--- config.mk ---
export PLATFORM = sky130hd
export DESIGN_NAME = datapath_top
export DESIGN_NICKNAME = d
export VERILOG_FILES = /design/src/alu_pkg.sv /design/src/cl_adder.sv /design/src/alu.sv /design/src/instr_decoder.sv /design/src/reg_file.sv /design/src/exec_stage.sv /design/src/result_stage.sv /design/src/datapath_top.sv
export VERILOG_INCLUDE_DIRS = /design/src
export SDC_FILE = /design/constraint.sdc
export NUM_CORES = 1
export LEC_CHECK = 0
export BUFFER_PORTS_ARGS = -buffer_cell sky130_fd_sc_hd__buf_2
export CELL_PAD_IN_SITES_DETAIL_PLACEMENT = 1
export CELL_PAD_IN_SITES_GLOBAL_PLACEMENT = 1
export CORE_ASPECT_RATIO = 0.75
export CORE_MARGIN = 2
export CORE_UTILIZATION = 44
export CTS_CLUSTER_SIZE = 40
export DETAILED_ROUTE_END_ITERATION = 8
export PLACE_DENSITY = 0.76
export SLEW_MARGIN = 5
export SYNTH_ARGS = -nofsm -noshare
export SYNTH_HDL_FRONTEND = slang
export SYNTH_SLANG_ARGS = --single-unit
--- constraint.sdc ---
create_clock -name clk_i -period 2.9 [get_ports clk_i]
set_input_delay 0.29 -clock clk_i [delete_from_list [all_inputs] [get_ports clk_i]]
set_output_delay 0.29 -clock clk_i [all_outputs]
set_load 0.05 [all_outputs]
--- src/alu_params.svh ---
// datapath parameters: data width and register count of the ALU slice
`ifndef ALU_PARAMS_SVH
`define ALU_PARAMS_SVH

// ----------------------------------------------------------------------
// data width
// ----------------------------------------------------------------------

// signed operand and result width
`define ALU_BW 8

// ----------------------------------------------------------------------
// register file
// ----------------------------------------------------------------------

// fixed by the 2-bit rd/ra/rb instruction fields
`define ALU_REGS 4

`endif

--- src/alu_pkg.sv ---
// datapath package: opcode encoding and the structs passed between stages
`include "alu_params.svh"

package alu_pkg;

  // ----------------------------------------------------------------------
  // opcodes
  // ----------------------------------------------------------------------
  typedef enum logic [2:0] {
    OP_ADD  = 3'd0,
    OP_SUB  = 3'd1,
    OP_AND  = 3'd2,
    OP_OR   = 3'd3,
    OP_XOR  = 3'd4,
    OP_INC  = 3'd5,
    OP_MOVA = 3'd6,
    OP_MOVB = 3'd7
  } alu_op_e;

  // ----------------------------------------------------------------------
  // stage payloads
  // ----------------------------------------------------------------------

  // instruction word as strobed in by the issuer, msb first
  typedef struct packed {
    alu_op_e            op;
    logic               use_imm;
    logic [1:0]         rd;
    logic [1:0]         ra;
    logic [1:0]         rb;
    logic [`ALU_BW-1:0] imm;
  } instr_t;

  // decoder to execute
  typedef struct packed {
    logic               valid;
    alu_op_e            op;
    logic               use_imm;
    logic [1:0]         rd;
    logic [1:0]         ra;
    logic [1:0]         rb;
    logic [`ALU_BW-1:0] imm;
  } decoded_t;

  // execute to result
  typedef struct packed {
    logic               valid;
    logic [1:0]         rd;
    logic [`ALU_BW-1:0] result;
    logic               overflow;
  } exec_t;

  // same bit order as the original alu flags port
  typedef struct packed {
    logic overflow;
    logic negative;
    logic zero;
  } flags_t;

endpackage

--- src/cl_adder.sv ---
// carry-lookahead adder with optional subtract
`timescale 1ns/1ns
`include "alu_params.svh"

module cl_adder #(
  parameter int Width = `ALU_BW
) (
  input  logic [Width-1:0] a_i,
  input  logic [Width-1:0] b_i,
  input  logic             sub_i,
  output logic [Width-1:0] sum_o,
  output logic             c_o
);

  logic [Width-1:0] b_eff;
  logic [Width-1:0] gen;
  logic [Width-1:0] prop;
  logic [Width:0]   carry;

  // subtract as a + ~b + 1
  assign b_eff    = sub_i ? ~b_i : b_i;
  assign gen      = a_i & b_eff;
  assign prop     = a_i ^ b_eff;

  // ----------------------------------------------------------------------
  // lookahead carries
  // ----------------------------------------------------------------------

  // each carry expanded as g_i | p_i g_i-1 | ... | p_i..p_0 c_0
  always_comb begin
    logic prop_chain;
    // carry in is the subtract control
    carry[0] = sub_i;
    for (int i = 0; i < Width; i++) begin
      carry[i+1] = gen[i];
      prop_chain = prop[i];
      for (int j = i - 1; j >= 0; j--) begin
        carry[i+1] = carry[i+1] | (prop_chain & gen[j]);
        prop_chain = prop_chain & prop[j];
      end
      carry[i+1] = carry[i+1] | (prop_chain & carry[0]);
    end
  end

  assign sum_o = prop ^ carry[Width-1:0];
  assign c_o   = carry[Width];

endmodule

--- src/alu.sv ---
// signed ALU: eight operations with overflow detection
`timescale 1ns/1ns
`include "alu_params.svh"

module alu
  import alu_pkg::*;
#(
  parameter int BW = `ALU_BW
) (
  input  logic signed [BW-1:0] in_a_i,
  input  logic signed [BW-1:0] in_b_i,
  input  alu_op_e              opcode_i,
  output logic signed [BW-1:0] out_o,
  output logic                 overflow_o
);

  logic [BW-1:0] out_addsub;
  logic [BW-1:0] out_inc;
  logic          is_sub;
  logic          a_is_max;

  // ----------------------------------------------------------------------
  // arithmetic
  // ----------------------------------------------------------------------

  // one adder covers add and sub
  assign is_sub = (opcode_i == OP_SUB);

  cl_adder #(
    .Width(BW)
  ) u_addsub (
    .a_i  (in_a_i),
    .b_i  (in_b_i),
    .sub_i(is_sub),
    .sum_o(out_addsub),
    .c_o  ()
  );

  // increment of a
  cl_adder #(
    .Width(BW)
  ) u_inc (
    .a_i  (in_a_i),
    .b_i  (BW'(1)),
    .sub_i(1'b0),
    .sum_o(out_inc),
    .c_o  ()
  );

  // ----------------------------------------------------------------------
  // result select
  // ----------------------------------------------------------------------
  always_comb begin
    case (opcode_i)
      OP_ADD:  out_o = out_addsub;
      OP_SUB:  out_o = out_addsub;
      OP_AND:  out_o = in_a_i & in_b_i;
      OP_OR:   out_o = in_a_i | in_b_i;
      OP_XOR:  out_o = in_a_i ^ in_b_i;
      OP_INC:  out_o = out_inc;
      OP_MOVA: out_o = in_a_i;
      OP_MOVB: out_o = in_b_i;
      default: out_o = '0;
    endcase
  end

  // ----------------------------------------------------------------------
  // overflow
  // ----------------------------------------------------------------------

  // largest positive value, 0111..1
  assign a_is_max = (in_a_i == {1'b0, {(BW-1){1'b1}}});

  always_comb begin
    case (opcode_i)
      // same signs in, different sign out
      OP_ADD:  overflow_o = (in_a_i[BW-1] == in_b_i[BW-1]) &&
                            (out_addsub[BW-1] != in_a_i[BW-1]);
      // opposite signs in, difference flips away from a
      OP_SUB:  overflow_o = (in_a_i[BW-1] != in_b_i[BW-1]) &&
                            (out_addsub[BW-1] != in_a_i[BW-1]);
      OP_INC:  overflow_o = a_is_max;
      // logic and moves never overflow
      default: overflow_o = 1'b0;
    endcase
  end

endmodule

--- src/instr_decoder.sv ---
// instruction decoder: captures a strobed instruction and splits its fields
`timescale 1ns/1ns
`include "alu_params.svh"

module instr_decoder
  import alu_pkg::*;
(
  input  logic     clk_i,
  input  logic     rst_n_i,
  input  logic     instr_valid_i,
  input  instr_t   instr_i,
  output decoded_t dec_o
);

  // ----------------------------------------------------------------------
  // decode register
  // ----------------------------------------------------------------------

  // strobe re-sampled every cycle and fields only on a new instruction
  always_ff @(posedge clk_i) begin
    if (!rst_n_i) begin
      dec_o <= '0;
    end else begin
      dec_o.valid <= instr_valid_i;
      if (instr_valid_i) begin
        dec_o.op      <= instr_i.op;
        dec_o.use_imm <= instr_i.use_imm;
        dec_o.rd      <= instr_i.rd;
        dec_o.ra      <= instr_i.ra;
        dec_o.rb      <= instr_i.rb;
        dec_o.imm     <= instr_i.imm;
      end
    end
  end

  // ----------------------------------------------------------------------
  // checks
  // ----------------------------------------------------------------------

  // one decoded item per strobe exactly one cycle later
  property p_valid_follows_strobe;
    @(posedge clk_i) disable iff (!rst_n_i)
      $past(rst_n_i) |-> (dec_o.valid == $past(instr_valid_i));
  endproperty

  a_valid_follows_strobe : assert property (p_valid_follows_strobe)
    else $error("decoder valid does not track the instruction strobe");

endmodule

--- src/reg_file.sv ---
// register file: four entries, two combinational reads and one synchronous write
`timescale 1ns/1ns
`include "alu_params.svh"

module reg_file (
  input  logic               clk_i,
  input  logic               rst_n_i,
  input  logic [1:0]         rd_addr_a_i,
  input  logic [1:0]         rd_addr_b_i,
  output logic [`ALU_BW-1:0] rd_data_a_o,
  output logic [`ALU_BW-1:0] rd_data_b_o,
  input  logic               wr_en_i,
  input  logic [1:0]         wr_addr_i,
  input  logic [`ALU_BW-1:0] wr_data_i
);

  // register storage, cleared so that every read after reset is zero
  logic [`ALU_BW-1:0] regs_q [`ALU_REGS];

  // ----------------------------------------------------------------------
  // write port
  // ----------------------------------------------------------------------
  always_ff @(posedge clk_i) begin
    if (!rst_n_i) begin
      for (int i = 0; i < `ALU_REGS; i++) begin
        regs_q[i] <= '0;
      end
    end else if (wr_en_i) begin
      regs_q[wr_addr_i] <= wr_data_i;
    end
  end

  // ----------------------------------------------------------------------
  // read ports
  // ----------------------------------------------------------------------

  // no bypass, a write lands at the edge before the dependent read
  assign rd_data_a_o = regs_q[rd_addr_a_i];
  assign rd_data_b_o = regs_q[rd_addr_b_i];

  // written data and address must be known, it would poison later reads
  a_wr_known : assert property (
    @(posedge clk_i) disable iff (!rst_n_i)
      wr_en_i |-> !$isunknown({wr_addr_i, wr_data_i})
  ) else $error("register write with unknown address or data");

endmodule

--- src/exec_stage.sv ---
// execute stage: operand read, ALU, register writeback and execute register
`timescale 1ns/1ns
`include "alu_params.svh"

module exec_stage
  import alu_pkg::*;
(
  input  logic               clk_i,
  input  logic               rst_n_i,
  input  decoded_t           dec_i,
  output logic [1:0]         rd_addr_a_o,
  output logic [1:0]         rd_addr_b_o,
  input  logic [`ALU_BW-1:0] rd_data_a_i,
  input  logic [`ALU_BW-1:0] rd_data_b_i,
  output logic               wr_en_o,
  output logic [1:0]         wr_addr_o,
  output logic [`ALU_BW-1:0] wr_data_o,
  output exec_t              exec_o
);

  logic [`ALU_BW-1:0] opnd_b;
  logic [`ALU_BW-1:0] alu_out;
  logic               alu_ovf;

  // operand fetch straight from the decoded fields
  assign rd_addr_a_o = dec_i.ra;
  assign rd_addr_b_o = dec_i.rb;

  // immediate replaces b so movb with imm acts as a load
  assign opnd_b = dec_i.use_imm ? dec_i.imm : rd_data_b_i;

  alu #(
    .BW(`ALU_BW)
  ) u_alu (
    .in_a_i    (rd_data_a_i),
    .in_b_i    (opnd_b),
    .opcode_i  (dec_i.op),
    .out_o     (alu_out),
    .overflow_o(alu_ovf)
  );

  // ----------------------------------------------------------------------
  // writeback lands at the same edge as the execute register
  // ----------------------------------------------------------------------
  assign wr_en_o   = dec_i.valid;
  assign wr_addr_o = dec_i.rd;
  assign wr_data_o = alu_out;

  always_ff @(posedge clk_i) begin
    if (!rst_n_i) begin
      exec_o <= '0;
    end else begin
      exec_o.valid <= dec_i.valid;
      if (dec_i.valid) begin
        exec_o.rd       <= dec_i.rd;
        exec_o.result   <= alu_out;
        exec_o.overflow <= alu_ovf;
      end
    end
  end

  // a write always belongs to a decoded item
  a_wr_has_item : assert property (
    @(posedge clk_i) disable iff (!rst_n_i)
      wr_en_o |-> dec_i.valid
  ) else $error("register write without a decoded item");

endmodule

--- src/result_stage.sv ---
// result stage: completes the flags and publishes each result with its strobe
`timescale 1ns/1ns
`include "alu_params.svh"

module result_stage
  import alu_pkg::*;
(
  input  logic               clk_i,
  input  logic               rst_n_i,
  input  exec_t              exec_i,
  output logic               result_valid_o,
  output logic [`ALU_BW-1:0] result_o,
  output logic [1:0]         result_rd_o,
  output flags_t             flags_o
);

  flags_t flags_d;

  // ----------------------------------------------------------------------
  // flag completion
  // ----------------------------------------------------------------------

  // overflow comes from the ALU, the rest from the result value
  assign flags_d.overflow = exec_i.overflow;
  assign flags_d.negative = exec_i.result[`ALU_BW-1];
  assign flags_d.zero     = (exec_i.result == '0);

  // ----------------------------------------------------------------------
  // output register
  // ----------------------------------------------------------------------

  // payload holds between strobes
  always_ff @(posedge clk_i) begin
    if (!rst_n_i) begin
      result_valid_o <= 1'b0;
      result_o       <= '0;
      result_rd_o    <= '0;
      flags_o        <= '0;
    end else begin
      result_valid_o <= exec_i.valid;
      if (exec_i.valid) begin
        result_o    <= exec_i.result;
        result_rd_o <= exec_i.rd;
        flags_o     <= flags_d;
      end
    end
  end

endmodule

--- src/datapath_top.sv ---
// datapath top: decoder, register file, execute and result stages
`timescale 1ns/1ns
`include "alu_params.svh"

module datapath_top
  import alu_pkg::*;
(
  input  logic               clk_i,
  input  logic               rst_n_i,
  input  logic               instr_valid_i,
  input  instr_t             instr_i,
  output logic               result_valid_o,
  output logic [`ALU_BW-1:0] result_o,
  output logic [1:0]         result_rd_o,
  output flags_t             flags_o
);

  decoded_t           dec;
  exec_t              exe;
  logic [1:0]         rd_addr_a;
  logic [1:0]         rd_addr_b;
  logic [`ALU_BW-1:0] rd_data_a;
  logic [`ALU_BW-1:0] rd_data_b;
  logic               wr_en;
  logic [1:0]         wr_addr;
  logic [`ALU_BW-1:0] wr_data;

  // ----------------------------------------------------------------------
  // stage 1, decode
  // ----------------------------------------------------------------------
  instr_decoder u_dec (
    .clk_i        (clk_i),
    .rst_n_i      (rst_n_i),
    .instr_valid_i(instr_valid_i),
    .instr_i      (instr_i),
    .dec_o        (dec)
  );

  // ----------------------------------------------------------------------
  // stage 2, execute and writeback
  // ----------------------------------------------------------------------
  reg_file u_rf (
    .clk_i      (clk_i),
    .rst_n_i    (rst_n_i),
    .rd_addr_a_i(rd_addr_a),
    .rd_addr_b_i(rd_addr_b),
    .rd_data_a_o(rd_data_a),
    .rd_data_b_o(rd_data_b),
    .wr_en_i    (wr_en),
    .wr_addr_i  (wr_addr),
    .wr_data_i  (wr_data)
  );

  exec_stage u_exec (
    .clk_i      (clk_i),
    .rst_n_i    (rst_n_i),
    .dec_i      (dec),
    .rd_addr_a_o(rd_addr_a),
    .rd_addr_b_o(rd_addr_b),
    .rd_data_a_i(rd_data_a),
    .rd_data_b_i(rd_data_b),
    .wr_en_o    (wr_en),
    .wr_addr_o  (wr_addr),
    .wr_data_o  (wr_data),
    .exec_o     (exe)
  );

  // ----------------------------------------------------------------------
  // stage 3, result and flags
  // ----------------------------------------------------------------------
  result_stage u_res (
    .clk_i         (clk_i),
    .rst_n_i       (rst_n_i),
    .exec_i        (exe),
    .result_valid_o(result_valid_o),
    .result_o      (result_o),
    .result_rd_o   (result_rd_o),
    .flags_o       (flags_o)
  );

endmodule

Word level (Yosys, flattened, before mapping)

Memory sizes are Yosys's and may differ from the RTL's. A register that Yosys moved wholly into a read port is not among the register bits.
Index checks and enable logic that the tools add are counted.

Muxes and demuxes: 15
Bitwise gates (word level): 107
Equal/unequal tests: 11
Reductions and logical operators: 6

Operators with widths:

| kind                                                            | count |
|---|---|
| 1-bit AND                                                       | 70 |
| 8-bit one-hot mux with 7 select lines                           | 1 |
| 8-bit XOR                                                       | 4 |
| 1-bit bitwise OR                                                | 28 |
| 8-bit 2-to-1 mux                                                | 3 |
| 3-bit == test, second input constant                            | 4 |
| 2-bit 2-to-1 mux                                                | 5 |
| 8-bit AND                                                       | 1 |
| 8-bit by 7-bit == test with 1-bit output, second input constant | 1 |
| 8-bit logical NOT                                               | 1 |
| 8-bit NOT                                                       | 1 |
| 8-bit bitwise OR                                                | 1 |
| 8-bit OR reduction                                              | 1 |
| 7-bit AND                                                       | 1 |
| 3-bit by 2-bit == test with 1-bit output, second input constant | 2 |
| 1-bit 2-to-1 mux                                                | 5 |
| 3-bit by 1-bit == test with 1-bit output, second input constant | 1 |
| 3-bit logical NOT                                               | 1 |
| 1-bit one-hot mux with 3 select lines                           | 1 |
| 1-bit logical AND                                               | 2 |
| 1-bit != test                                                   | 2 |
| 2-bit OR reduction                                              | 1 |
| 1-bit == test                                                   | 1 |
| 1-bit NOT                                                       | 1 |

Bits in registers: 45
Memories: 1
Output and inout bits: 14
Word-level logic and storage cells: 157
Memory bits (writable): 32
Bits of input ports: 21

Memory list:

| memory      | depth | width | rd ports | clocked after Yosys merged registers in | write ports | line           | source |
|---|---|---|---|---|---|---|---|
| u_rf.regs_q | 4     | 8     | 2        | 2                                       | 4           | reg_file.sv:18 | `` logic [`ALU_BW-1:0] regs_q [`ALU_REGS]; `` |

Longest topological paths before layout

Gate-level depths: netlist of run 1.

Depth in word-level cells: 16
Depth in mapped cells: 12
Mapped depth without buffers: 11

Hierarchy

Synthesis of run 1 repeated with hierarchy kept, for this count alone.

Cells, all modules: 463
Area total of the unflattened synthesis: 5136.2 sq um

Modules (own cells, without submodules):

| module        | seq. area each (sq um) | times used | cells each | area each (sq um) |
|---|---|---|---|---|
| reg_file      | 960.9                  | 1          | 97         | 1634.1 |
| alu           | 0.0                    | 1          | 115        | 893.4 |
| cl_adder      | 0.0                    | 2          | 48         | 402.9 |
| instr_decoder | 380.4                  | 1          | 59         | 715.7 |
| exec_stage    | 240.2                  | 1          | 53         | 589.3 |
| result_stage  | 260.2                  | 1          | 43         | 498.0 |

Worst setup path after synthesis of run 1

Ideal clock, no wire load.

Path kind: register to register
Start point: register with a tool-made name
End point: memory u_rf.regs_q[2][7] (netlist name), data pin
Data required time: 2.637 ns
Arrival: 2.985 ns
Library setup time: 0.263 ns
Period minus slack after synthesis: 3.248 ns
Setup slack: -0.348 ns
Buffers on the path: 1
Stages on the path, launching flop included: 13
Cells stage by stage: dfxtp_1 -> buf_6 -> mux4_1 -> nor2b_1 -> a21oi_1 -> xnor2_1 -> ha_1 -> a21o_1 -> or4_1 -> o22ai_1 -> xnor2_1 -> o22ai_2 -> nor2_1

RTL lines:

| item             | line |
|---|---|
| end: declaration | reg_file.sv:18 |

==> impl_metrics.sql, run 1 <==
INSERT INTO impl_metrics (metric_group, metric, value, unit) VALUES
('outcome', 'outcome', 'complete, but fails checks', ''),
('outcome', 'violations_in_the_final_reports', 'setup timing', ''),
('logic_synthesis', 'post_synth_inst_count', '438', ''),
('clock_tree', 'cts.sink_count', '80', ''),
('timing', 'fin_crit_sh', '112', '%'),
('floorplan', 'initial_utilization', '45.3', '%'),
('final_layout', 'design.final.nets', '590', ''),
('timing', 'timing.final.crit_period', '3.24', 'ns'),
('place', 'port-buffer-count', '34', ''),
('clock_tree', 'cts_buffers', '9', ''),
('logic_synthesis', 'synth.lib_cells_used.distinct', '67', ''),
('place', 'gp_routability_congestion', '0.922', ''),
('logic_synthesis', 'async_reset_ff_share', '0', '%'),
('final_layout', 'layout-area-overhead-vs-synth', '33.6', '%'),
('route', 'vias', '4028', ''),
('worst_setup_path', 'critPathMaxStageDelay', '0.54', 'ns'),
('place', 'dpl.hpwl', '10300', 'um'),
('power', 'power-per-cell-area', '611', 'nW/um2'),
('final_layout', 'antenna_cells', '0', ''),
('clock_tree', 'cts_htree_levels', '3', ''),
('final_layout', 'proportion_of_layout_cells_with_a_drive_suffix_above_1', '36.2', '%'),
('timing', 'report.final.slew_viol_count', '0', ''),
('timing', 'finalHoldViolations', '0', ''),
('worst_setup_path', 'critical_path.endpoint_type', 'register', ''),
('timing', 'max_slew_margin', '46.5', '%'),
('floorplan', 'ioPinCount', '35', ''),
('power', 'fin_total_pwr', '3.82', 'mW'),
('clock_tree', 'clock-root-buffer', 'sky130_fd_sc_hd__clkbuf_16', ''),
('worst_setup_path', 'critical_path_slowest_stage_cell', 'sky130_fd_sc_hd__mux4_2', ''),
('timing', 'rsz_0062_raised_after_global_routing', 'yes', ''),
('route', 'drt_pre_antenna_iters', '5', ''),
('route', 'wire_per_inst', '24.4', 'um'),
('worst_setup_path', 'setup.worst_path.start_class', 'register', ''),
('clock_tree', 'cts_hold_buf', '0', ''),
('timing', 'finClkSkew', '0.0127', 'ns'),
('place', 'placedCellCount', '648', ''),
('logic_synthesis', 'synth_area', '4680', 'um2'),
('worst_setup_path', 'critPathArrivalTime', '3.33', 'ns'),
('timing', 'timing.final.ws_setup', '-0.335', 'ns'),
('clock_tree', 'tritoncts_clock_tree', 'yes', ''),
('timing', 'fmax', '0.309', 'GHz'),
('grt', 'grt_start_max_net_pins', '42', ''),
('route', 'wl', '16700', 'um'),
('clock_tree', 'clk_pin_slew', '0.07', 'ns'),
('grt', 'first_global_vias', '4400', ''),
('worst_setup_path', 'timing.critical_path.required', '2.99', 'ns'),
('power', 'vdd.ir_drop.worst', '430', 'uV'),
('hold_path', 'hold_path.class', 'in2reg', ''),
('timing', 'timing.final.setup_violations', '41', ''),
('worst_setup_path', 'timing_worst_setup_path_type', 'reg2reg', ''),
('final_layout', 'layout.cells.non_filler', '686', ''),
('floorplan', 'die-area', '11500', 'um2'),
('floorplan', 'chipHeight', '93.3', 'um'),
('logic_synthesis', 'synth_nets', '483', ''),
('logic_synthesis', 'synthFlopType', 'sky130_fd_sc_hd__dfxtp_1', ''),
('grt', 'global_route.usage.total', '29.8', '%'),
('timing', 'worst_slew_pin_slew', '0.801', 'ns'),
('grt', 'grt_antenna_before_repair', '0', ''),
('logic_synthesis', 'ys_warn_count', '0', ''),
('timing', 'worst_hold_slack', '0.204', 'ns'),
('logic_synthesis', 'synth-seq-cells', '80', ''),
('worst_setup_path', 'crit_chain', 'buf_4 -> buf_6 -> mux4_2 -> mux2i_4 -> xnor2_1 -> ha_1 -> buf_6 -> nand2_8 -> o21ai_4 -> buf_6 -> buf_4 -> xor2_1 -> o211ai_1 -> buf_4 -> nor2_1', ''),
('floorplan', 'floorplan.rows', '32', ''),
('power', 'power.leakage', '2.62', 'nW'),
('floorplan', 'die_width', '123', 'um'),
('worst_setup_path', 'crit_fanout', '6', ''),
('route', 'first_iter_violations', '252', ''),
('route', 'vias_per_cell', '5.87', ''),
('logic_synthesis', 'synth.yosys.seq_area_share', '41.1', '%'),
('grt', 'grt_pass1_wl', '24800', 'um'),
('clock_tree', 'clock_insertion_delay_worst_skew', '0.35', 'ns'),
('run', 'maxCapViolCount', '0', ''),
('route', 'detail_route.drc_violations', '0', ''),
('grt', 'grt.overflow.total', '0', ''),
('clock_tree', 'ctsLongestPathBuffers', '2', ''),
('logic_synthesis', 'avgSynthCellArea', '10.7', 'um2'),
('worst_setup_path', 'critical_path_buf_inv_count', '6', ''),
('logic_synthesis', 'synth-edff-count', '32', ''),
('route', 'final_antenna_net_count', '0', ''),
('worst_setup_path', 'path_delay_family', 'buffers and inverters', ''),
('floorplan', 'floorplan.core_area', '10300', 'um2');
where the power goes:
group | switching [mW] | internal (mW) | total [mW]
logic | 0.635 | 0.552 | 1.19
clock network | 0.505 | 0.849 | 1.35
registers | 0.0518 | 1.23 | 1.28
layout by cell type (no fill, tap or decap), types with 3 or more instances in the layout:
cell,n
sky130_fd_sc_hd__a211oi_1,3
sky130_fd_sc_hd__a21o_1,4
sky130_fd_sc_hd__a21oi_1,10
sky130_fd_sc_hd__a21oi_2,3
sky130_fd_sc_hd__a31oi_1,3
sky130_fd_sc_hd__and2_1,3
sky130_fd_sc_hd__buf_2,34
sky130_fd_sc_hd__buf_4,68
sky130_fd_sc_hd__buf_6,16
sky130_fd_sc_hd__bufinv_16,3
sky130_fd_sc_hd__clkbuf_16,9
sky130_fd_sc_hd__dfxtp_1,47
sky130_fd_sc_hd__edfxtp_1,32
sky130_fd_sc_hd__ha_1,23
sky130_fd_sc_hd__inv_1,22
sky130_fd_sc_hd__mux2i_1,35
sky130_fd_sc_hd__mux2i_4,3
sky130_fd_sc_hd__mux4_1,5
sky130_fd_sc_hd__mux4_2,11
sky130_fd_sc_hd__nand2_1,30
sky130_fd_sc_hd__nand2b_1,3
sky130_fd_sc_hd__nor2_1,28
sky130_fd_sc_hd__nor2_2,7
sky130_fd_sc_hd__nor2b_1,35
sky130_fd_sc_hd__nor3_1,5
sky130_fd_sc_hd__nor3_4,3
sky130_fd_sc_hd__o21ai_0,8
sky130_fd_sc_hd__o21ai_1,5
sky130_fd_sc_hd__o22ai_1,4
sky130_fd_sc_hd__o22ai_4,3
sky130_fd_sc_hd__or3_1,3
sky130_fd_sc_hd__xnor2_1,11
sky130_fd_sc_hd__xor2_1,3
layout make-up:
type / count / area, um2
Clock inverter: 6 / 115
Multi-Input combinational cell: 309 / 2820
Clock buffer: 10 / 229
Sequential cell: 80 / 1930
Fill cell: 1096 / 4080
Tap cell: 136 / 170
Inverter: 25 / 93.8
Timing Repair Buffer: 120 / 901
path summary, 6_finish.rpt:
path,startpoint,to,depth (start not counted),slack (ns)
worst max-delay path,register,u_rf.regs_q[1][2],15,-0.34
worst min-delay path,instr_i[12],u_dec.dec_o[12],3,0.20
worst max register to register,register,u_rf.regs_q[1][2],15,-0.34
worst min register to register,u_exec.exec_o[0],u_exec.exec_o[0],2,0.50
layer usage:
layer	track usage, %	vias to the layer above	routed length [um]
li1	-	1803	-
met1	39.1	2048	7350
met2	47.6	136	7940
met3	6.77	41	827
met4	12.6	0	615
met5	0	-	0
registers in the layout, summed over array words and instances, names as in the netlist, named ones only:
name / flops
u_rf.regs_q: 32
u_res.flags_o: 3
u_res.result_valid_o: 1
u_res.result_o: 7
u_res.result_rd_o: 2
u_exec.exec_o: 12
u_dec.dec_o: 19
Yosys cell counts, drive strengths merged (2+ instances only):
| master | instances | area share (%) |
|---|---|---|
| a211oi | 5 | 1.2 |
| a21boi | 3 | 0.48 |
| a21o | 4 | 0.64 |
| a21oi | 14 | 1.6 |
| a221oi | 4 | 0.75 |
| a31oi | 3 | 0.40 |
| and2 | 3 | 0.40 |
| buf | 8 | 1.2 |
| clkbuf | 16 | 1.3 |
| dfxtp | 48 | 21 |
| edfxtp | 32 | 21 |
| ha | 24 | 6.4 |
| inv | 24 | 1.9 |
| mux2i | 40 | 9.4 |
| mux4 | 16 | 8.3 |
| nand2 | 31 | 2.5 |
| nand2b | 3 | 0.40 |
| nand3 | 4 | 0.69 |
| nand4 | 2 | 0.27 |
| nor2 | 36 | 2.9 |
| nor2b | 37 | 5.1 |
| nor3 | 10 | 1.2 |
| nor4 | 2 | 0.27 |
| o21ai | 15 | 1.6 |
| o221ai | 2 | 0.51 |
| o22ai | 8 | 1.3 |
| o31ai | 3 | 0.48 |
| o41ai | 2 | 0.37 |
| or3 | 3 | 0.40 |
| or4 | 2 | 0.32 |
| xnor2 | 13 | 2.4 |
| xor2 | 3 | 0.56 |
cells by family after synthesis:
group                    Yosys count  synth area share [%]
AND/OR/NAND/NOR                  138                  15.3
XOR/XNOR                          17                  3.48
flip-flops                        80                  41.1
adder cells (fa/ha/maj)           24                  6.42
multiplexers                      57                  18.1
AO/OA/AOI/OAI                     73                  11.2
buffers and inverters             49                  4.52
through the flow:
| stage | utilization [%] | setup slack (ns) | area [um2] | TNS [ns] |
|---|---|---|---|---|
| 5_1_grt | 60.5 | -0.424 | 6250 | -14.27 |
| 2_1_floorplan | - | -0.160 | 4700 | -0.938 |
| 4_1_cts | 58.9 | -0.231 | 6080 | -6.31 |
| 3_3_place_gp | 52.5 | -0.134 | 5430 | -2.13 |
| 6_report | 60.5 | -0.335 | 6250 | -10.71 |
| 3_5_place_dp | 52.5 | -0.286 | 5430 | -6.08 |
repair_timing:
item	4_1_cts	5_1_grt
resized for setup	43	29
setup buffers	18	4
gates cloned	0	0
setup endpoints to repair	41	41
pin swaps	17	16
endpoints found under the hold margin	0	0
worst register-to-register path: stages (launching register included):
cell                       delay, ns
sky130_fd_sc_hd__dfxtp_4        0.40
sky130_fd_sc_hd__buf_4          0.12
sky130_fd_sc_hd__buf_6          0.08
sky130_fd_sc_hd__mux4_2         0.54
sky130_fd_sc_hd__mux2i_4        0.20
sky130_fd_sc_hd__xnor2_1        0.15
sky130_fd_sc_hd__ha_1           0.29
sky130_fd_sc_hd__buf_6          0.15
sky130_fd_sc_hd__nand2_8        0.08
sky130_fd_sc_hd__o21ai_4        0.06
sky130_fd_sc_hd__buf_6          0.12
sky130_fd_sc_hd__buf_4          0.14
sky130_fd_sc_hd__xor2_1         0.16
sky130_fd_sc_hd__o211ai_1       0.22
sky130_fd_sc_hd__buf_4          0.20
sky130_fd_sc_hd__nor2_1         0.06
Note: power is estimated with default switching activity, not from simulation.
==> run 2, diff against run 1 <==
==> constraint.sdc (replaced) <==
create_clock -name clk_i -period 2.9 [get_ports clk_i]
set_input_delay 0.58 -clock clk_i [delete_from_list [all_inputs] [get_ports clk_i]]
set_output_delay 0.58 -clock clk_i [all_outputs]
set_load 0.05 [all_outputs]
==> run 2 against run 1 <==
  * The flow still finishes with violations (setup timing)
  * Final area shrank 1.3%
  * Core utilization decreased by 0.76 points
  * Register-to-register slack barely moved
  * Via count fell by 0.87%
  * Die area stayed put
  * Setup slack got worse by 0.0031 ns
  * First-iteration DRC count is 6.7% lower
  * Critical path depth decreased by 2
  * Clock-buffer cell count shrank 1
  * Critical path type unchanged
==> impl_metrics.sql, run 2 (same netlist as run 1, synthesis figures left out) <==
INSERT INTO impl_metrics (metric_group, metric, value, unit) VALUES
('outcome', 'outcome', 'complete, but fails checks', ''),
('outcome', 'violations_in_the_final_reports', 'setup timing', ''),
('floorplan', 'die_width', '123', 'um'),
('grt', 'grt_antenna_before_repair', '0', ''),
('worst_setup_path', 'crit_fanout', '5', ''),
('final_layout', 'layout-area-overhead-vs-synth', '31.9', '%'),
('timing', 'timing.final.setup_violations', '40', ''),
('clock_tree', 'clock_insertion_delay_worst_skew', '0.35', 'ns'),
('worst_setup_path', 'critical_path_slowest_stage_cell', 'sky130_fd_sc_hd__mux4_2', ''),
('worst_setup_path', 'setup.worst_path.start_class', 'register', ''),
('final_layout', 'proportion_of_layout_cells_with_a_drive_suffix_above_1', '36.8', '%'),
('place', 'dpl.hpwl', '10700', 'um'),
('final_layout', 'design.final.nets', '583', ''),
('worst_setup_path', 'critical-path-top-cell-by-count', 'sky130_fd_sc_hd__buf_6', ''),
('grt', 'global_route.usage.total', '27.6', '%'),
('clock_tree', 'cts.sink_count', '80', ''),
('clock_tree', 'clock-root-buffer', 'sky130_fd_sc_hd__clkbuf_16', ''),
('route', 'detail_route.drc_violations', '0', ''),
('worst_setup_path', 'critPathArrivalTime', '3.44', 'ns'),
('timing', 'fin_crit_sh', '112', '%'),
('worst_setup_path', 'critical_path.endpoint_type', 'register', ''),
('power', 'power.leakage', '2.56', 'nW'),
('final_layout', 'antenna_cells', '0', ''),
('floorplan', 'chipHeight', '93.3', 'um'),
('final_layout', 'mostFrequentLayoutCell', 'sky130_fd_sc_hd__buf_4', ''),
('route', 'wl', '16100', 'um'),
('final_layout', 'finish.instance_area', '6180', 'um2'),
('place', 'gp_routability_congestion', '0.926', ''),
('grt', 'grt.overflow.total', '0', ''),
('final_layout', 'registers.top_by_ff_count', 'u_rf.regs_q', ''),
('power', 'power-per-cell-area', '595', 'nW/um2'),
('hold_path', 'hold_path.class', 'reg2reg', ''),
('timing', 'rsz_0062_raised_after_global_routing', 'yes', ''),
('floorplan', 'die-area', '11500', 'um2'),
('route', 'final_antenna_net_count', '0', ''),
('grt', 'first_global_vias', '4116', ''),
('timing', 'max_slew_margin', '48.1', '%'),
('place', 'post-place-ws', '-0.322', 'ns'),
('route', 'vias_per_cell', '5.88', ''),
('clock_tree', 'cts_buffers', '9', ''),
('timing', 'worst_hold_slack', '0.485', 'ns'),
('timing', 'worst_slew_pin_slew', '0.777', 'ns'),
('route', 'vias', '3993', ''),
('clock_tree', 'ctsLongestPathBuffers', '2', ''),
('place', 'port-buffer-count', '34', ''),
('route', 'first_iter_violations', '235', ''),
('timing', 'report.final.slew_viol_count', '0', ''),
('power', 'vdd.ir_drop.worst', '475', 'uV'),
('run', 'maxCapViolCount', '0', ''),
('worst_setup_path', 'crit_chain', 'buf_12 -> mux4_2 -> mux2i_4 -> xnor2_1 -> ha_1 -> nand4_1 -> o22ai_4 -> buf_6 -> nor3_4 -> nor3_2 -> o221ai_2 -> buf_6 -> nor2_1', ''),
('clock_tree', 'tritoncts_clock_tree', 'yes', ''),
('timing', 'fmax', '0.309', 'GHz'),
('place', 'dpl-instance-area', '5420', 'um2'),
('floorplan', 'floorplan.core_area', '10300', 'um2'),
('timing', 'timing.final.crit_period', '3.24', 'ns'),
('worst_setup_path', 'timing_worst_setup_path_type', 'reg2reg', ''),
('grt', 'grt_pass1_wl', '23300', 'um'),
('timing', 'setup_total_negative_slack', '-9.26', 'ns'),
('final_layout', 'layout.cells.non_filler', '679', ''),
('floorplan', 'floorplan.rows', '32', ''),
('clock_tree', 'clk_pin_slew', '0.07', 'ns'),
('final_layout', 'biggestRegsByFlops', 'u_rf.regs_q (32), u_dec.dec_o (19), u_exec.exec_o (12)', ''),
('timing', 'finClkSkew', '0.00584', 'ns'),
('route', 'wire_per_inst', '23.7', 'um'),
('route', 'drt_pre_antenna_iters', '4', ''),
('floorplan', 'ioPinCount', '35', ''),
('final_layout', 'largest_register_ffs', '32', ''),
('worst_setup_path', 'critPathMaxStageDelay', '0.53', 'ns'),
('grt', 'grt_start_max_net_pins', '42', ''),
('clock_tree', 'cts_htree_levels', '3', ''),
('timing', 'finalHoldViolations', '0', ''),
('final_layout', 'mostFrequentLayoutCells', 'sky130_fd_sc_hd__buf_4, sky130_fd_sc_hd__dfxtp_1, sky130_fd_sc_hd__nor2b_1, sky130_fd_sc_hd__buf_2, sky130_fd_sc_hd__mux2i_1', ''),
('clock_tree', 'cts_hold_buf', '0', ''),
('place', 'placedCellCount', '647', ''),
('worst_setup_path', 'timing.critical_path.required', '3.10', 'ns'),
('timing', 'timing.final.ws_setup', '-0.339', 'ns'),
('floorplan', 'initial_utilization', '45.3', '%');
## run 2: final cells by class
| cell class | instances | area (um2) |
|---|---|---|
| Clock inverter | 7 | 95.1 |
| Multi-Input combinational cell | 309 | 2830 |
| Tap cell | 136 | 170 |
| Inverter | 25 | 93.8 |
| Sequential cell | 80 | 1930 |
| Clock buffer | 9 | 225 |
| Fill cell | 1101 | 4150 |
| Timing Repair Buffer | 113 | 835 |
## run 2: critical path, delay by kind of cell (launching register included)
kind	cells	cell delay, ns
AO/OA/AOI/OAI	2	0.41
XOR/XNOR	1	0.10
adder cells (fa/ha/maj)	1	0.39
buffers and inverters	3	0.46
flip-flops	1	0.40
multiplexers	2	0.72
AND/OR/NAND/NOR	4	0.60
## run 2: what timing repair did
item / 4_1_cts / 5_1_grt
gates resized for setup: 25 / 49
setup endpoints to repair: 41 / 41
buffers inserted: 10 / 7
hold endpoints to repair: 0 / 0
pin swaps: 18 / 18
## run 2: per-stage QoR
step / total power [mW] / util [%]
5_1_grt: 3.81 / 59.8
3_5_place_dp: 2.17 / 52.5
3_3_place_gp: 2.12 / 52.5
4_1_cts: 3.49 / 57.1
2_1_floorplan: 1.80 / -
6_report: 3.67 / 59.8
## run 2: final timing paths
check,start,to,slack [ns],cells past startpoint
min reg2reg,u_exec.exec_o[5],u_exec.exec_o[5],0.49,2
min,u_exec.exec_o[5],u_exec.exec_o[5],0.49,2
max,register,u_rf.regs_q[0][4],-0.34,13
max reg2reg,register,u_rf.regs_q[0][4],-0.34,13
## run 2: layer usage
metal	vias to the layer above	part of all wire, %	global-route usage (%)
li1	1784	-	-
met1	2034	42	36.6
met5	-	0	0
met2	129	48	45.2
met4	0	3.9	9.09
met3	46	5.4	5.55
## run 2: where the power goes
part	internal (mW)	switching (mW)	leakage [nW]
registers	1.23	0.0550	0.726
logic	0.544	0.605	1.67
clock network	0.696	0.541	0.158
total	2.47	1.20	2.56
==> run 3, diff against run 2 <==
- CELL_PAD_IN_SITES_DETAIL_PLACEMENT: 1 -> 2
- CELL_PAD_IN_SITES_GLOBAL_PLACEMENT: 1 -> 2
- CORE_UTILIZATION: 44 -> 36
- PLACE_DENSITY: 0.76 -> 0.75
- SKIP_CTS_REPAIR_TIMING: not set -> 1
==> run 3 against run 2 <==
  * The flow still finishes with violations (setup timing)
  * Maximum frequency shrank 2.4%
  * Via count is 0.85% lower
  * Setup slack worse by 0.079 ns
  * Largest cell class unchanged
==> impl_metrics.sql, run 3 (same netlist as run 1, synthesis figures left out) <==
INSERT INTO impl_metrics (metric_group, metric, value, unit) VALUES
('outcome', 'outcome', 'complete, but fails checks', ''),
('outcome', 'violations_in_the_final_reports', 'setup timing', ''),
('final_layout', 'largest_register_ffs', '32', ''),
('timing', 'finClkSkew', '0.0101', 'ns'),
('power', 'power.leakage', '2.52', 'nW'),
('worst_setup_path', 'critPathMaxStageDelay', '0.50', 'ns'),
('final_layout', 'proportion_of_layout_cells_with_a_drive_suffix_above_1', '35.3', '%'),
('clock_tree', 'ctsLongestPathBuffers', '2', ''),
('route', 'met2_wl_post_dr', '8930', 'um'),
('power', 'switching_share', '31.1', '%'),
('power', 'power.share.combinational', '29.5', '%'),
('final_layout', 'design.final.nets', '575', ''),
('timing', 'max_slew_margin', '47.1', '%'),
('route', 'first_iter_violations', '246', ''),
('floorplan', 'floorplan.rows', '36', ''),
('worst_setup_path', 'critical_path_slowest_stage_cell', 'sky130_fd_sc_hd__mux4_2', ''),
('timing', 'worst_hold_slack', '0.490', 'ns'),
('final_layout', 'antenna_cells', '0', ''),
('worst_setup_path', 'crit_fanout', '6', ''),
('final_layout', 'post-route-util', '47.7', '%'),
('timing', 'timing.final.setup_violations', '41', ''),
('timing', 'worst_slew_pin_slew', '0.792', 'ns'),
('route', 'vias_per_cell', '5.61', ''),
('floorplan', 'die-area', '13900', 'um2'),
('final_layout', 'finish.instance_area', '6120', 'um2'),
('final_layout', 'mostFrequentLayoutCells', 'sky130_fd_sc_hd__buf_4, sky130_fd_sc_hd__dfxtp_1, sky130_fd_sc_hd__nor2b_1, sky130_fd_sc_hd__mux2i_1, sky130_fd_sc_hd__buf_2', ''),
('route', 'routedLengthMet1', '8240', 'um'),
('worst_setup_path', 'timing_worst_setup_path_type', 'reg2reg', ''),
('power', 'share_clk_of_total_power', '36.1', '%'),
('power', 'p_int', '2.59', 'mW'),
('place', 'port-buffer-count', '34', ''),
('floorplan', 'floorplan.core_area', '12800', 'um2'),
('clock_tree', 'clk_pin_slew', '0.06', 'ns'),
('grt', 'grt_start_max_net_pins', '42', ''),
('worst_setup_path', 'timing.critical_path.required', '2.99', 'ns'),
('timing', 'rsz_0062_raised_after_global_routing', 'yes', ''),
('route', 'detail_route.drc_violations', '0', ''),
('grt', 'grt_antenna_before_repair', '0', ''),
('grt', 'first_global_vias', '4186', ''),
('route', 'met3WireLength', '655', 'um'),
('place', 'placedCellCount', '680', ''),
('final_layout', 'biggestRegsByFlops', 'u_rf.regs_q (32), u_dec.dec_o (19), u_exec.exec_o (12)', ''),
('hold_path', 'hold_path.class', 'reg2reg', ''),
('floorplan', 'chipHeight', '103', 'um'),
('route', 'drt_pre_antenna_iters', '5', ''),
('worst_setup_path', 'critical_path_buf_inv_count', '3', ''),
('power', 'vdd.ir_drop.worst', '377', 'uV'),
('timing', 'timing.final.ws_setup', '-0.418', 'ns'),
('clock_tree', 'clock_insertion_delay_worst_skew', '0.35', 'ns'),
('timing', 'report.final.slew_viol_count', '0', ''),
('route', 'vias', '3959', ''),
('power', 'switching_power', '1.17', 'mW'),
('route', 'wire_per_inst', '26.0', 'um'),
('clock_tree', 'cts.sink_count', '80', ''),
('floorplan', 'ioPinCount', '35', ''),
('grt', 'global_route.usage.total', '25.7', '%'),
('clock_tree', 'cts_buffers', '9', ''),
('worst_setup_path', 'critPathArrivalTime', '3.41', 'ns'),
('final_layout', 'layout-area-overhead-vs-synth', '30.8', '%'),
('timing', 'fmax', '0.301', 'GHz'),
('floorplan', 'die_width', '136', 'um'),
('worst_setup_path', 'critical_path.endpoint_type', 'register', ''),
('final_layout', 'registers.top_by_ff_count', 'u_rf.regs_q', ''),
('place', 'post-place-ws', '-0.478', 'ns'),
('clock_tree', 'tritoncts_clock_tree', 'yes', ''),
('power', 'sequentialPowerShare', '34.4', '%'),
('power', 'power-per-cell-area', '614', 'nW/um2'),
('route', 'final_antenna_net_count', '0', ''),
('route', 'top_signal_layer_used', 'met4', ''),
('timing', 'fin_crit_sh', '114', '%'),
('place', 'dpl-instance-area', '5460', 'um2'),
('clock_tree', 'cts_htree_levels', '3', ''),
('place', 'gp_routability_congestion', '0.841', ''),
('clock_tree', 'clock-root-buffer', 'sky130_fd_sc_hd__clkbuf_16', ''),
('grt', 'grt.overflow.total', '0', ''),
('place', 'dpl.hpwl', '12600', 'um'),
('route', 'wl', '18400', 'um'),
('worst_setup_path', 'crit_chain', 'mux4_2 -> nor2b_4 -> a21oi_4 -> xnor2_2 -> ha_1 -> buf_4 -> nand4_1 -> o22ai_2 -> buf_4 -> o22ai_2 -> xnor2_1 -> o22ai_2 -> inv_1', ''),
('worst_setup_path', 'setup.worst_path.start_class', 'register', ''),
('run', 'maxCapViolCount', '0', ''),
('timing', 'finalHoldViolations', '0', ''),
('worst_setup_path', 'path_delay_family', 'compound AO/OA/AOI/OAI gates', ''),
('timing', 'timing.final.crit_period', '3.32', 'ns'),
('grt', 'grt_pass1_wl', '25900', 'um'),
('final_layout', 'mostFrequentLayoutCell', 'sky130_fd_sc_hd__buf_4', ''),
('worst_setup_path', 'critical-path-top-cell-by-count', 'sky130_fd_sc_hd__o22ai_2', ''),
('final_layout', 'layout.cells.non_filler', '706', ''),
('floorplan', 'initial_utilization', '36.5', '%');
-- run 3: cell count changes in the layout (fill, tap and decap cells not counted), sizes merged --
cell / change
buf: -8
inv: -3
bufinv: +2
clkbuf: +1
clkinv: -1
clkinvlp: +1
-- run 3: layout make-up --
class / instances / area (um2)
multi-input combinational: 309 / 2770
clock buffer: 10 / 229
tap: 171 / 214
clock inverter: 6 / 115
fill: 1288 / 6710
inverter: 25 / 93.8
timing repair buffer: 105 / 778
sequential: 80 / 1930
-- run 3: metal layers --
metal,vias to the layer above,GRT usage (%)
met5,-,0
met4,0,8.41
met3,37,4.18
met2,103,42.9
met1,2052,34.6
li1,1767,-
-- run 3: path summary, 6_finish.rpt --
kind	from	end	slack [ns]	cells after the start
worst max-delay path	u_rf.regs_q[3][3]	u_rf.regs_q[3][7]	-0.42	13
worst min-delay path	u_res.flags_o[0]	u_res.flags_o[0]	0.49	2
worst max register to register	u_rf.regs_q[3][3]	u_rf.regs_q[3][7]	-0.42	13
worst min register to register	u_res.flags_o[0]	u_res.flags_o[0]	0.49	2
-- run 3: worst min-delay path, cell delays in order, from the launching register on --
cell	delay (ns)
sky130_fd_sc_hd__dfxtp_1	0.32
sky130_fd_sc_hd__nand2b_1	0.06
sky130_fd_sc_hd__a21boi_0	0.07
-- run 3: power groups by stage --
stage,sequential [mW],clock (mW),combinational [mW]
6_report,1.29,1.36,1.11
5_1_grt,1.30,1.43,1.17
4_1_cts,1.29,1.38,0.916
3_5_place_dp,1.31,0,0.900
3_3_place_gp,1.30,0,0.840
2_1_floorplan,1.29,0,0.503
-- run 3: metrics by stage --
| step | TNS (ns) | power [mW] |
|---|---|---|
| after floorplan | -0.938 | 1.80 |
| after global placement | -3.37 | 2.14 |
| after detailed placement | -10.26 | 2.21 |
| after CTS | -12.22 | 3.58 |
| after global routing | -13.37 | 3.90 |
| final | -9.68 | 3.76 |
